`src/common/rv_core_params.svh`:
```
// core sizing macros shared by the decode and execute blocks
`ifndef RV_CORE_PARAMS_SVH
`define RV_CORE_PARAMS_SVH

// data path and address width
`define XLEN 32

// architectural integer registers
`define REG_COUNT 32

// index width into the register file
`define REG_ADDR_W 5

`endif

```
`src/common/rv_core_pkg.sv`:
```
// shared opcode, control encodings and ID/EX payload types for the RV32I slice
`default_nettype none

`include "rv_core_params.svh"

package rv_core_pkg;

    typedef enum logic [6:0] {
        OP_LOAD   = 7'b0000011,
        OP_IMM    = 7'b0010011,
        OP_STORE  = 7'b0100011,
        OP_REG    = 7'b0110011,
        OP_LUI    = 7'b0110111,
        OP_BRANCH = 7'b1100011,
        OP_JALR   = 7'b1100111,
        OP_JAL    = 7'b1101111
    } opcode_e;

    typedef enum logic [3:0] {
        ALU_ADD    = 4'd0,
        ALU_SUB    = 4'd1,
        ALU_SLL    = 4'd2,
        ALU_SLT    = 4'd3,
        ALU_SLTU   = 4'd4,
        ALU_XOR    = 4'd5,
        ALU_SRL    = 4'd6,
        ALU_SRA    = 4'd7,
        ALU_OR     = 4'd8,
        ALU_AND    = 4'd9,
        ALU_PASS_B = 4'd10  // lui
    } alu_op_e;

    typedef enum logic [1:0] {
        RES_ALU = 2'd0,
        RES_MEM = 2'd1,
        RES_PC4 = 2'd2
    } result_src_e;

    // funct3 codes of the conditional branches
    typedef enum logic [2:0] {
        BR_EQ  = 3'b000,
        BR_NE  = 3'b001,
        BR_LT  = 3'b100,
        BR_GE  = 3'b101,
        BR_LTU = 3'b110,
        BR_GEU = 3'b111
    } branch_cond_e;

    typedef struct packed {
        logic         reg_write;
        result_src_e  result_src;
        logic         mem_write;
        logic         jump;
        logic         jalr;
        logic         branch;
        alu_op_e      alu_op;
        logic         alu_src;   // 1 selects the immediate
        branch_cond_e branch_cond;
    } ctrl_bundle_t;

    typedef struct packed {
        logic [`XLEN-1:0]       rs1_val;
        logic [`XLEN-1:0]       rs2_val;
        logic [`XLEN-1:0]       pc;
        logic [`REG_ADDR_W-1:0] rd;
        logic [`XLEN-1:0]       imm;
        logic [`XLEN-1:0]       pc_plus4;
    } data_bundle_t;

endpackage

`default_nettype wire

```
`src/execute/alu.sv`:
```
// execute stage arithmetic and logic unit with register or immediate operand B
`timescale 1ns/1ps
`default_nettype none

`include "rv_core_params.svh"

module alu (
    input  rv_core_pkg::alu_op_e op_i,
    input  logic                 alu_src_i,
    input  logic [`XLEN-1:0]     rs1_i,
    input  logic [`XLEN-1:0]     rs2_i,
    input  logic [`XLEN-1:0]     imm_i,
    output logic [`XLEN-1:0]     result_o
);
    import rv_core_pkg::*;

    logic [`XLEN-1:0] op_b;
    logic [4:0]       shamt;

    assign op_b  = alu_src_i ? imm_i : rs2_i;
    assign shamt = op_b[4:0];  // only low bits matter for shifts

    always_comb
    begin
        case (op_i)
            ALU_ADD:    result_o = rs1_i + op_b;
            ALU_SUB:    result_o = rs1_i - op_b;
            ALU_SLL:    result_o = rs1_i << shamt;
            ALU_SLT:    result_o = {{(`XLEN-1){1'b0}}, $signed(rs1_i) < $signed(op_b)};
            ALU_SLTU:   result_o = {{(`XLEN-1){1'b0}}, rs1_i < op_b};
            ALU_XOR:    result_o = rs1_i ^ op_b;
            ALU_SRL:    result_o = rs1_i >> shamt;
            ALU_SRA:    result_o = $signed(rs1_i) >>> shamt;
            ALU_OR:     result_o = rs1_i | op_b;
            ALU_AND:    result_o = rs1_i & op_b;
            ALU_PASS_B: result_o = op_b;
            default:    result_o = '0;
        endcase
    end

endmodule

`default_nettype wire

```
`src/execute/branch_cmp.sv`:
```
// branch comparator, evaluates the funct3 condition on both register operands
`timescale 1ns/1ps
`default_nettype none

`include "rv_core_params.svh"

module branch_cmp (
    input  rv_core_pkg::branch_cond_e cond_i,
    input  logic [`XLEN-1:0]          rs1_i,
    input  logic [`XLEN-1:0]          rs2_i,
    output logic                      taken_o
);
    import rv_core_pkg::*;

    always_comb
    begin
        case (cond_i)
            BR_EQ:   taken_o = (rs1_i == rs2_i);
            BR_NE:   taken_o = (rs1_i != rs2_i);
            BR_LT:   taken_o = ($signed(rs1_i) <  $signed(rs2_i));
            BR_GE:   taken_o = ($signed(rs1_i) >= $signed(rs2_i));
            BR_LTU:  taken_o = (rs1_i <  rs2_i);
            BR_GEU:  taken_o = (rs1_i >= rs2_i);
            default: taken_o = 1'b0;
        endcase
    end

endmodule

`default_nettype wire

```
`src/execute/exec_result.sv`:
```
// execute result stage, picks writeback value, target pc and the redirect
`timescale 1ns/1ps
`default_nettype none

`include "rv_core_params.svh"

module exec_result (
    input  rv_core_pkg::ctrl_bundle_t ctrl_i,
    input  rv_core_pkg::data_bundle_t data_i,
    input  logic [`XLEN-1:0]          alu_result_i,
    input  logic                      taken_i,
    output logic [`XLEN-1:0]          wb_value_o,
    output logic [`XLEN-1:0]          target_pc_o,
    output logic                      redirect_o
);
    import rv_core_pkg::*;

    // jumps always leave, branches only when the comparator agrees
    assign redirect_o = ctrl_i.jump | (ctrl_i.branch & taken_i);

    // jalr target is rs1 + imm from the alu, lsb cleared
    assign target_pc_o = ctrl_i.jalr ? {alu_result_i[`XLEN-1:1], 1'b0}
                                     : data_i.pc + data_i.imm;

    // link address for jal and jalr
    assign wb_value_o = (ctrl_i.result_src == RES_PC4) ? data_i.pc_plus4 : alu_result_i;

endmodule

`default_nettype wire

```
`src/hdl/decode_exec_top.sv`:
```
// decode to execute slice of the RV32I pipeline, decode, register file, ID/EX and execute
`timescale 1ns/1ps
`default_nettype none

`include "rv_core_params.svh"

module decode_exec_top (
    input  logic                     clk_i,
    input  logic                     arst_n_i,
    input  logic [`XLEN-1:0]         instr_i,
    input  logic [`XLEN-1:0]         pc_i,
    input  logic                     instr_valid_i,
    input  logic                     wb_we_i,
    input  logic [`REG_ADDR_W-1:0]   wb_rd_i,
    input  logic [`XLEN-1:0]         wb_data_i,
    output logic                     ex_reg_write_o,
    output logic                     ex_mem_write_o,
    output rv_core_pkg::result_src_e ex_result_src_o,
    output logic [`REG_ADDR_W-1:0]   ex_rd_o,
    output logic [`XLEN-1:0]         ex_wb_value_o,
    output logic [`XLEN-1:0]         ex_store_data_o,
    output logic [`XLEN-1:0]         ex_pc_plus4_o,
    output logic                     redirect_o,
    output logic [`XLEN-1:0]         target_pc_o
);
    import rv_core_pkg::*;

    ctrl_bundle_t           ctrl_d;
    ctrl_bundle_t           ctrl_q;
    data_bundle_t           data_d;
    data_bundle_t           data_q;
    logic [`XLEN-1:0]       imm_d;
    logic [`REG_ADDR_W-1:0] rs1_addr;
    logic [`REG_ADDR_W-1:0] rs2_addr;
    logic [`REG_ADDR_W-1:0] rd_addr;
    logic [`XLEN-1:0]       rs1_val;
    logic [`XLEN-1:0]       rs2_val;
    logic [`XLEN-1:0]       alu_result;
    logic                   br_taken;

    instr_decoder decoder_i (
        .instr_i (instr_i),
        .valid_i (instr_valid_i),
        .ctrl_o  (ctrl_d),
        .imm_o   (imm_d),
        .rs1_o   (rs1_addr),
        .rs2_o   (rs2_addr),
        .rd_o    (rd_addr)
    );

    reg_file reg_file_i (
        .clk_i    (clk_i),
        .arst_n_i (arst_n_i),
        .raddr1_i (rs1_addr),
        .raddr2_i (rs2_addr),
        .we_i     (wb_we_i),
        .waddr_i  (wb_rd_i),
        .wdata_i  (wb_data_i),
        .rdata1_o (rs1_val),
        .rdata2_o (rs2_val)
    );

    // decode side of the ID/EX data payload
    assign data_d.rs1_val  = rs1_val;
    assign data_d.rs2_val  = rs2_val;
    assign data_d.pc       = pc_i;
    assign data_d.rd       = rd_addr;
    assign data_d.imm      = imm_d;
    assign data_d.pc_plus4 = pc_i + `XLEN'(4);

    // taken branch or jump squashes the wrong-path instruction
    pipe_reg #(.payload_t(ctrl_bundle_t)) ctrl_pipe_i (
        .clk_i    (clk_i),
        .arst_n_i (arst_n_i),
        .flush_i  (redirect_o),
        .d_i      (ctrl_d),
        .q_o      (ctrl_q)
    );

    pipe_reg #(.payload_t(data_bundle_t)) data_pipe_i (
        .clk_i    (clk_i),
        .arst_n_i (arst_n_i),
        .flush_i  (redirect_o),
        .d_i      (data_d),
        .q_o      (data_q)
    );

    alu alu_i (
        .op_i      (ctrl_q.alu_op),
        .alu_src_i (ctrl_q.alu_src),
        .rs1_i     (data_q.rs1_val),
        .rs2_i     (data_q.rs2_val),
        .imm_i     (data_q.imm),
        .result_o  (alu_result)
    );

    branch_cmp branch_cmp_i (
        .cond_i  (ctrl_q.branch_cond),
        .rs1_i   (data_q.rs1_val),
        .rs2_i   (data_q.rs2_val),
        .taken_o (br_taken)
    );

    exec_result exec_result_i (
        .ctrl_i       (ctrl_q),
        .data_i       (data_q),
        .alu_result_i (alu_result),
        .taken_i      (br_taken),
        .wb_value_o   (ex_wb_value_o),
        .target_pc_o  (target_pc_o),
        .redirect_o   (redirect_o)
    );

    assign ex_reg_write_o  = ctrl_q.reg_write;
    assign ex_mem_write_o  = ctrl_q.mem_write;
    assign ex_result_src_o = ctrl_q.result_src;
    assign ex_rd_o         = data_q.rd;
    assign ex_store_data_o = data_q.rs2_val;  // sw data
    assign ex_pc_plus4_o   = data_q.pc_plus4;

endmodule

`default_nettype wire

```
`src/hdl/instr_decoder.sv`:
```
// instruction decoder producing control fields, register indices and the extended immediate
`timescale 1ns/1ps
`default_nettype none

`include "rv_core_params.svh"

module instr_decoder (
    input  logic [`XLEN-1:0]           instr_i,
    input  logic                       valid_i,
    output rv_core_pkg::ctrl_bundle_t  ctrl_o,
    output logic [`XLEN-1:0]           imm_o,
    output logic [`REG_ADDR_W-1:0]     rs1_o,
    output logic [`REG_ADDR_W-1:0]     rs2_o,
    output logic [`REG_ADDR_W-1:0]     rd_o
);
    import rv_core_pkg::*;

    logic [6:0] opcode;
    logic [2:0] funct3;
    logic       f7_b5;     // selects sub and sra
    alu_op_e    arith_op;

    assign opcode = instr_i[6:0];
    assign funct3 = instr_i[14:12];
    assign f7_b5  = instr_i[30];

    assign rs1_o = instr_i[19:15];
    assign rs2_o = instr_i[24:20];
    assign rd_o  = instr_i[11:7];

    // shared by R-type and I-type, sub only exists for R-type
    always_comb
    begin
        case (funct3)
            3'b000:  arith_op = (opcode == OP_REG && f7_b5) ? ALU_SUB : ALU_ADD;
            3'b001:  arith_op = ALU_SLL;
            3'b010:  arith_op = ALU_SLT;
            3'b011:  arith_op = ALU_SLTU;
            3'b100:  arith_op = ALU_XOR;
            3'b101:  arith_op = f7_b5 ? ALU_SRA : ALU_SRL;
            3'b110:  arith_op = ALU_OR;
            default: arith_op = ALU_AND;
        endcase
    end

    always_comb
    begin
        ctrl_o = '0;  // bubble unless a supported opcode is seen
        if (valid_i)
        begin
            case (opcode)
                OP_REG:
                begin
                    ctrl_o.reg_write = 1'b1;
                    ctrl_o.alu_op    = arith_op;
                end
                OP_IMM:
                begin
                    ctrl_o.reg_write = 1'b1;
                    ctrl_o.alu_op    = arith_op;
                    ctrl_o.alu_src   = 1'b1;
                end
                OP_LUI:
                begin
                    ctrl_o.reg_write = 1'b1;
                    ctrl_o.alu_op    = ALU_PASS_B;
                    ctrl_o.alu_src   = 1'b1;
                end
                OP_LOAD:
                begin
                    ctrl_o.reg_write  = 1'b1;
                    ctrl_o.result_src = RES_MEM;
                    ctrl_o.alu_src    = 1'b1;  // address = rs1 + imm
                end
                OP_STORE:
                begin
                    ctrl_o.mem_write = 1'b1;
                    ctrl_o.alu_src   = 1'b1;
                end
                OP_BRANCH:
                begin
                    // funct3 010 and 011 are not branches
                    if (funct3[2:1] != 2'b01)
                    begin
                        ctrl_o.branch      = 1'b1;
                        ctrl_o.branch_cond = branch_cond_e'(funct3);
                    end
                end
                OP_JAL:
                begin
                    ctrl_o.reg_write  = 1'b1;
                    ctrl_o.result_src = RES_PC4;
                    ctrl_o.jump       = 1'b1;
                end
                OP_JALR:
                begin
                    ctrl_o.reg_write  = 1'b1;
                    ctrl_o.result_src = RES_PC4;
                    ctrl_o.jump       = 1'b1;
                    ctrl_o.jalr       = 1'b1;
                    ctrl_o.alu_src    = 1'b1;  // target comes from the alu sum
                end
                default: ctrl_o = '0;
            endcase
        end
    end

    // immediate formats by opcode
    always_comb
    begin
        case (opcode)
            OP_IMM, OP_LOAD, OP_JALR:
                imm_o = {{20{instr_i[31]}}, instr_i[31:20]};
            OP_STORE:
                imm_o = {{20{instr_i[31]}}, instr_i[31:25], instr_i[11:7]};
            OP_BRANCH:
                imm_o = {{19{instr_i[31]}}, instr_i[31], instr_i[7],
                         instr_i[30:25], instr_i[11:8], 1'b0};
            OP_LUI:
                imm_o = {instr_i[31:12], 12'b0};
            OP_JAL:
                imm_o = {{11{instr_i[31]}}, instr_i[31], instr_i[19:12],
                         instr_i[20], instr_i[30:21], 1'b0};
            default:
                imm_o = '0;
        endcase
    end

endmodule

`default_nettype wire

```
`src/hdl/pipe_reg.sv`:
```
// ID/EX pipeline register for any packed payload, with flush to a bubble
`timescale 1ns/1ps
`default_nettype none

module pipe_reg #(
    parameter type payload_t = logic
)(
    input  logic     clk_i,
    input  logic     arst_n_i,
    input  logic     flush_i,   // squash the stage being entered
    input  payload_t d_i,
    output payload_t q_o
);

    always_ff @(posedge clk_i or negedge arst_n_i)
    begin
        if (!arst_n_i)
        begin
            q_o <= '0;
        end
        else if (flush_i)
        begin
            q_o <= '0;  // all zero is a bubble
        end
        else
        begin
            q_o <= d_i;
        end
    end

endmodule

`default_nettype wire

```
`src/hdl/reg_file.sv`:
```
// integer register file, two combinational read ports and one write port
`timescale 1ns/1ps
`default_nettype none

`include "rv_core_params.svh"

module reg_file (
    input  logic                   clk_i,
    input  logic                   arst_n_i,
    input  logic [`REG_ADDR_W-1:0] raddr1_i,
    input  logic [`REG_ADDR_W-1:0] raddr2_i,
    input  logic                   we_i,
    input  logic [`REG_ADDR_W-1:0] waddr_i,
    input  logic [`XLEN-1:0]       wdata_i,
    output logic [`XLEN-1:0]       rdata1_o,
    output logic [`XLEN-1:0]       rdata2_o
);

    logic [`XLEN-1:0] regs [0:`REG_COUNT-1];

    always_ff @(posedge clk_i or negedge arst_n_i)
    begin
        if (!arst_n_i)
        begin
            for (int i = 0; i < `REG_COUNT; i++)
                regs[i] <= '0;
        end
        else if (we_i && waddr_i != '0)  // x0 never written
        begin
            regs[waddr_i] <= wdata_i;
        end
    end

    // same-cycle write is forwarded to the readers
    assign rdata1_o = (raddr1_i == '0)                  ? '0      :
                      (we_i && waddr_i == raddr1_i)     ? wdata_i :
                                                          regs[raddr1_i];
    assign rdata2_o = (raddr2_i == '0)                  ? '0      :
                      (we_i && waddr_i == raddr2_i)     ? wdata_i :
                                                          regs[raddr2_i];

endmodule

`default_nettype wire

```
`config.mk`:
```
export PLATFORM = sky130hd
export DESIGN_NAME = decode_exec_top
export DESIGN_NICKNAME = d
export VERILOG_FILES = /design/src/common/rv_core_pkg.sv /design/src/execute/alu.sv /design/src/execute/branch_cmp.sv /design/src/execute/exec_result.sv /design/src/hdl/decode_exec_top.sv /design/src/hdl/instr_decoder.sv /design/src/hdl/pipe_reg.sv /design/src/hdl/reg_file.sv
export VERILOG_INCLUDE_DIRS = /design/src /design/src/common
export SDC_FILE = /design/constraint.sdc
export NUM_CORES = 2
export LEC_CHECK = 0
export BUFFER_PORTS_ARGS = -buffer_cell sky130_fd_sc_hd__buf_4
export CAP_MARGIN = 40
export CORE_ASPECT_RATIO = 1.4
export CORE_MARGIN = 2
export CORE_UTILIZATION = 35
export DETAILED_ROUTE_END_ITERATION = 7
export HOLD_SLACK_MARGIN = 0.1
export SLEW_MARGIN = 20
export SYNTH_ARGS = -nofsm -noshare
export SYNTH_HDL_FRONTEND = slang
export SYNTH_SLANG_ARGS = --single-unit
```
`constraint.sdc`:
```
create_clock -name clk_i -period 11.5 [get_ports clk_i]
set_input_delay 2.3 -clock clk_i [delete_from_list [all_inputs] [get_ports clk_i]]
set_output_delay 2.3 -clock clk_i [all_outputs]
set_load 0.02 [all_outputs]
```
==> impl_summary.log <==
[metrics] result of the run: finished clean
[metrics] number of antenna violations at the first check in global routing: 31
[metrics] gate count of the mapped netlist: 5835
[metrics] worst hold path cell count: 0
[metrics] endpoint of the worst hold-timing path: reg_file_i.regs[995]$_DFFE_PN0P_
[metrics] total wirelength of the detailed-routed design: roughly 270000 um
[metrics] Switching Fraction: a little over a third
[metrics] share of async-settable or async-resettable flops after synthesis: 100%
[metrics] Final Cell Area: 82600 um2
[metrics] most common flop cell mapped by yosys: sky130_fd_sc_hd__dfrtp_1
[metrics] count of input and output buffers: 242
[metrics] total core area: roughly 210000 um2
[metrics] detailed route wirelength on metal2: between 100000 and 150000 um
[metrics] Worst EP arrival: approximately 6.4 ns
[metrics] global routing usage summed across all routing layers: 25.3%
[metrics] total standard cell area after synthesis: approximately 74000 um2
[metrics] total placed instance area: between 70000 and 80000 um2
[metrics] Fmax achieved: roughly 0.12 GHz
[metrics] Clk pin slew, worst setup/hold paths: approximately 0.070 ns
[metrics] required arrival time at the worst endpoint: ~9.2 ns
[metrics] number of nets with antenna violations after routing: 0
[metrics] pin count of the biggest net entering global routing: between 150 and 200
[metrics] worst max-slew margin expressed relative to the limit: a little over a quarter
[metrics] highest metal layer with signal wires: met5
[metrics] average detailed-routed wire length per instance: about 32 um
[metrics] final worst-path cycle share: between 70% and 80%
[metrics] sort of element at the start of the critical path: flop
[metrics] leak pwr: between 30 and 40 nW
[metrics] Worst-Margin Slew: between 1 and 1.5 ns
[metrics] Critical Path Max Stage Delay: 0.58 ns
[metrics] kind of path behind the tightest hold check: reg2reg
[metrics] half-perimeter wire length after detailed placement: approximately 180000 um
[metrics] net count after synthesis: approximately 6000
[metrics] start point of the worst min-delay path: reg_file_i.regs[995]$_DFFE_PN0P_
[metrics] synthesis-to-finish area growth: 12.1%
[metrics] Initial Utilization: about a third
[metrics] slowest stage cell, crit path: sky130_fd_sc_hd__buf_4
[metrics] RSZ-0062 raised after global routing: no
[metrics] part of the Yosys area used for sequential elements: 40.8%
[metrics] Std-Cell Rows: between 150 and 200
[metrics] Cell variety after synth: between 80 and 90
[metrics] chain of cells forming the critical path: buf_4 > mux2i_4 > buf_4 > inv_2 > buf_4 > ha_1 > fa_1 > a21o_1 > a21oi_1 > o21ba_2 > o21ai_2 > o31a_1 > nand3_1 > a311oi_1 > a221o_1 > a21oi_1 > a21oi_1 > buf_4
[metrics] Worst Clk Skew: 0.0450 ns
[metrics] post-CTS setup buffer count: 0
[metrics] end of the worst register-to-register path: data_pipe_i.q_o[88]$_DFF_PN0_
[metrics] via density per instance: between 6 and 7
[metrics] gpl congestion: 1.12
[metrics] internal power: 0.00971 W
[metrics] met3 routed wirelength: between 15000 and 20000 um
[metrics] count of warnings emitted by yosys: 0
[metrics] Chip Width: between 300 and 400 um
[metrics] minimum clock period: 8.67 ns
[metrics] total of cells resized after clock tree synthesis: 0
[metrics] Die Footprint: around 210000 um2
[metrics] Finish-stage setup viols: 0
[metrics] first-pass GRT wire length: between 300000 and 400000 um
[metrics] combinational group share of total power: between 30% and 40%
[metrics] clock tree root buffer cell: sky130_fd_sc_hd__clkbuf_16
[metrics] Final Hold Vio Count: 0
[metrics] aggregate global routing overflow: 0
[metrics] worst-path fanout max: between 40 and 50
[metrics] number of enable-type register cells in the synthesized netlist: 0
[metrics] type of the worst setup path: reg2out
[metrics] number of violations of the max-capacitance limit: 0
[metrics] setup TNS: 0 ns
[metrics] Worst setup EP type: primary output
[metrics] number of hold buffers added after cts: 0
[metrics] count of cells along the worst register-to-register path: 13
[metrics] top-level port count: between 200 and 250
[metrics] die height: 547 um
[metrics] maximum buffer depth of the clock tree: 3
[metrics] vias in the first global route: ~55000
[metrics] detailed-routing wirelength on met1: 106000 um
[metrics] fraction of final layout cells sized beyond drive strength 1: between 40% and 50%
[metrics] TritonCTS clock tree: done
[metrics] Synth area leaders: sky130_fd_sc_hd__dfrtp_1, sky130_fd_sc_hd__mux4_2, sky130_fd_sc_hd__mux2_2
[metrics] clock network power share: around a quarter
[metrics] largest voltage drop on the vdd net: between 150 and 200 uV
[metrics] clock network latency to the later pin of the worst-skew pair: a little under 0.8 ns
[metrics] number of iterations in the first detailed-routing pass: 5
[metrics] total count of max-transition violations in the final report: 0
[metrics] via count: 53400
[metrics] number of sinks handled by clock tree synthesis: approximately 1200
[metrics] synthesized area per cell: approximately 13 um2
[metrics] biggest area consumer among synthesized cells: sky130_fd_sc_hd__dfrtp_1
[metrics] iteration-0 DRC count of the detailed router: around 5400
[metrics] count of nets after finishing: 5983
[metrics] number of buffers added by the clock tree synthesis step: 114
[metrics] power density relative to cell area: between 150 and 200 nW/um2
[metrics] Worst R2R Setup Slack: 6.36 ns
[metrics] share of the synthesized area in the top cell type: 40.8%
[metrics] net load switching power: 0.00545 W
[metrics] highest-count cells in the layout ignoring fill and taps: sky130_fd_sc_hd__dfrtp_1, sky130_fd_sc_hd__mux2_2, sky130_fd_sc_hd__mux4_2
[metrics] most common cell after layout, fill and taps aside: sky130_fd_sc_hd__dfrtp_1
[metrics] critical path's most frequent cell: sky130_fd_sc_hd__buf_4
[metrics] number of levels in the clock H-tree: 3
[metrics] DRC violation count after routing: 0
[metrics] sequential share of power: roughly 38%
[metrics] Yosys reg bits: around 1200
[metrics] startpoint of the most critical register-to-register path: data_pipe_i.q_o[150]$_DFF_PN0_
synth_stat cells, types with 31 or more instances:
master	number
sky130_fd_sc_hd__nor2_1	291
sky130_fd_sc_hd__nand3_1	58
sky130_fd_sc_hd__o21ai_0	134
sky130_fd_sc_hd__nand2_1	218
sky130_fd_sc_hd__nor3_1	117
sky130_fd_sc_hd__buf_4	72
sky130_fd_sc_hd__nor3b_1	43
sky130_fd_sc_hd__clkbuf_1	417
sky130_fd_sc_hd__a31oi_1	31
sky130_fd_sc_hd__mux2_2	1012
sky130_fd_sc_hd__xor2_1	40
sky130_fd_sc_hd__inv_1	138
sky130_fd_sc_hd__a21o_1	36
sky130_fd_sc_hd__mux2i_1	167
sky130_fd_sc_hd__mux4_2	653
sky130_fd_sc_hd__buf_1	118
sky130_fd_sc_hd__a21oi_1	293
sky130_fd_sc_hd__nor4_1	99
sky130_fd_sc_hd__xnor2_1	31
sky130_fd_sc_hd__dfrtp_1	1202
sky130_fd_sc_hd__ha_1	161
sky130_fd_sc_hd__buf_2	35
power by group through the flow:
stage               clock, W  sequential, W  combinational (W)
detailed placement         0        0.00575            0.00532
global route         0.00426        0.00578            0.00575
CTS                  0.00410        0.00567            0.00533
global placement           0        0.00567            0.00524
floorplan                  0        0.00545            0.00368
finish               0.00403        0.00570            0.00543
worst max-delay path by stage:
stage | start | endpoint | slack (ns) | cells past startpoint
after floorplan | ctrl_pipe_i.q_o[3]$_DFF_PN0_ | target_pc_o[31] | 4.49 | 17
after global placement | ctrl_pipe_i.q_o[3]$_DFF_PN0_ | target_pc_o[26] | 3.79 | 18
after detailed placement | ctrl_pipe_i.q_o[3]$_DFF_PN0_ | target_pc_o[26] | 3.73 | 18
after CTS | ctrl_pipe_i.q_o[3]$_DFF_PN0_ | target_pc_o[26] | 2.89 | 18
after global routing | ctrl_pipe_i.q_o[3]$_DFF_PN0_ | ex_wb_value_o[22] | 2.56 | 17
final | ctrl_pipe_i.q_o[3]$_DFF_PN0_ | target_pc_o[26] | 2.83 | 18
cell families (layout without fill, tap and decap cells):
family	count (synthesis)	count (layout)	synth area share (%)
AO/OA/AOI/OAI	792	792	6.84
XOR/XNOR	71	71	0.844
adder cells (fa/ha/maj)	164	164	2.82
buffers and inverters	785	754	4.43
flip-flops	1202	1202	40.8
multiplexers	1834	1834	37.7
other	0	11	0
AND/OR/NAND/NOR	987	987	6.52
routing by layer:
metal | global-route usage [%] | up-vias
met5 | 0 | -
met4 | 16.7 | 36
met3 | 5.18 | 759
met2 | 39.6 | 2344
met1 | 31.6 | 28400
li1 | - | 21900
worst max-delay path: cells and delay by family (launching register included):
family	cells	cell delay, ns
flops	1	0.34
buf+inv	5	1.46
compound gates	9	2.49
mux	1	0.27
simple gates	1	0.17
fa+ha+maj	2	0.80
cell type report:
| type | instances | area [um2] |
|---|---|---|
| repair buffers | 405 | 3760 |
| clock inverters | 34 | 460 |
| flip-flops and latches | 1202 | 30100 |
| fillers | 19900 | 127000 |
| clock buffers | 172 | 3500 |
| diodes | 11 | 27.5 |
| well taps | 2814 | 3520 |
| multi-input cells | 3848 | 40700 |
| inverters | 143 | 537 |
flip-flops by register name, summed over array words and instances (netlist names):
register         cells
reg_file_i.regs   1024
ctrl_pipe_i.q_o     15
data_pipe_i.q_o    163
through the flow:
stage | std cells | util, % | setup slack [ns] | hold slack [ns] | total power, W
floorplan | 5835 | - | 4.49 | 0.441 | 0.00913
global placement | 8356 | 37.0 | 3.79 | 0.376 | 0.0109
detailed placement | 8401 | 37.4 | 3.73 | 0.384 | 0.0111
CTS | 8607 | 39.3 | 2.89 | 0.398 | 0.0151
global route | 8626 | 39.4 | 2.56 | 0.403 | 0.0158
finish | 8629 | 39.4 | 2.83 | 0.394 | 0.0152
Note: power is estimated with default switching activity, not from simulation.
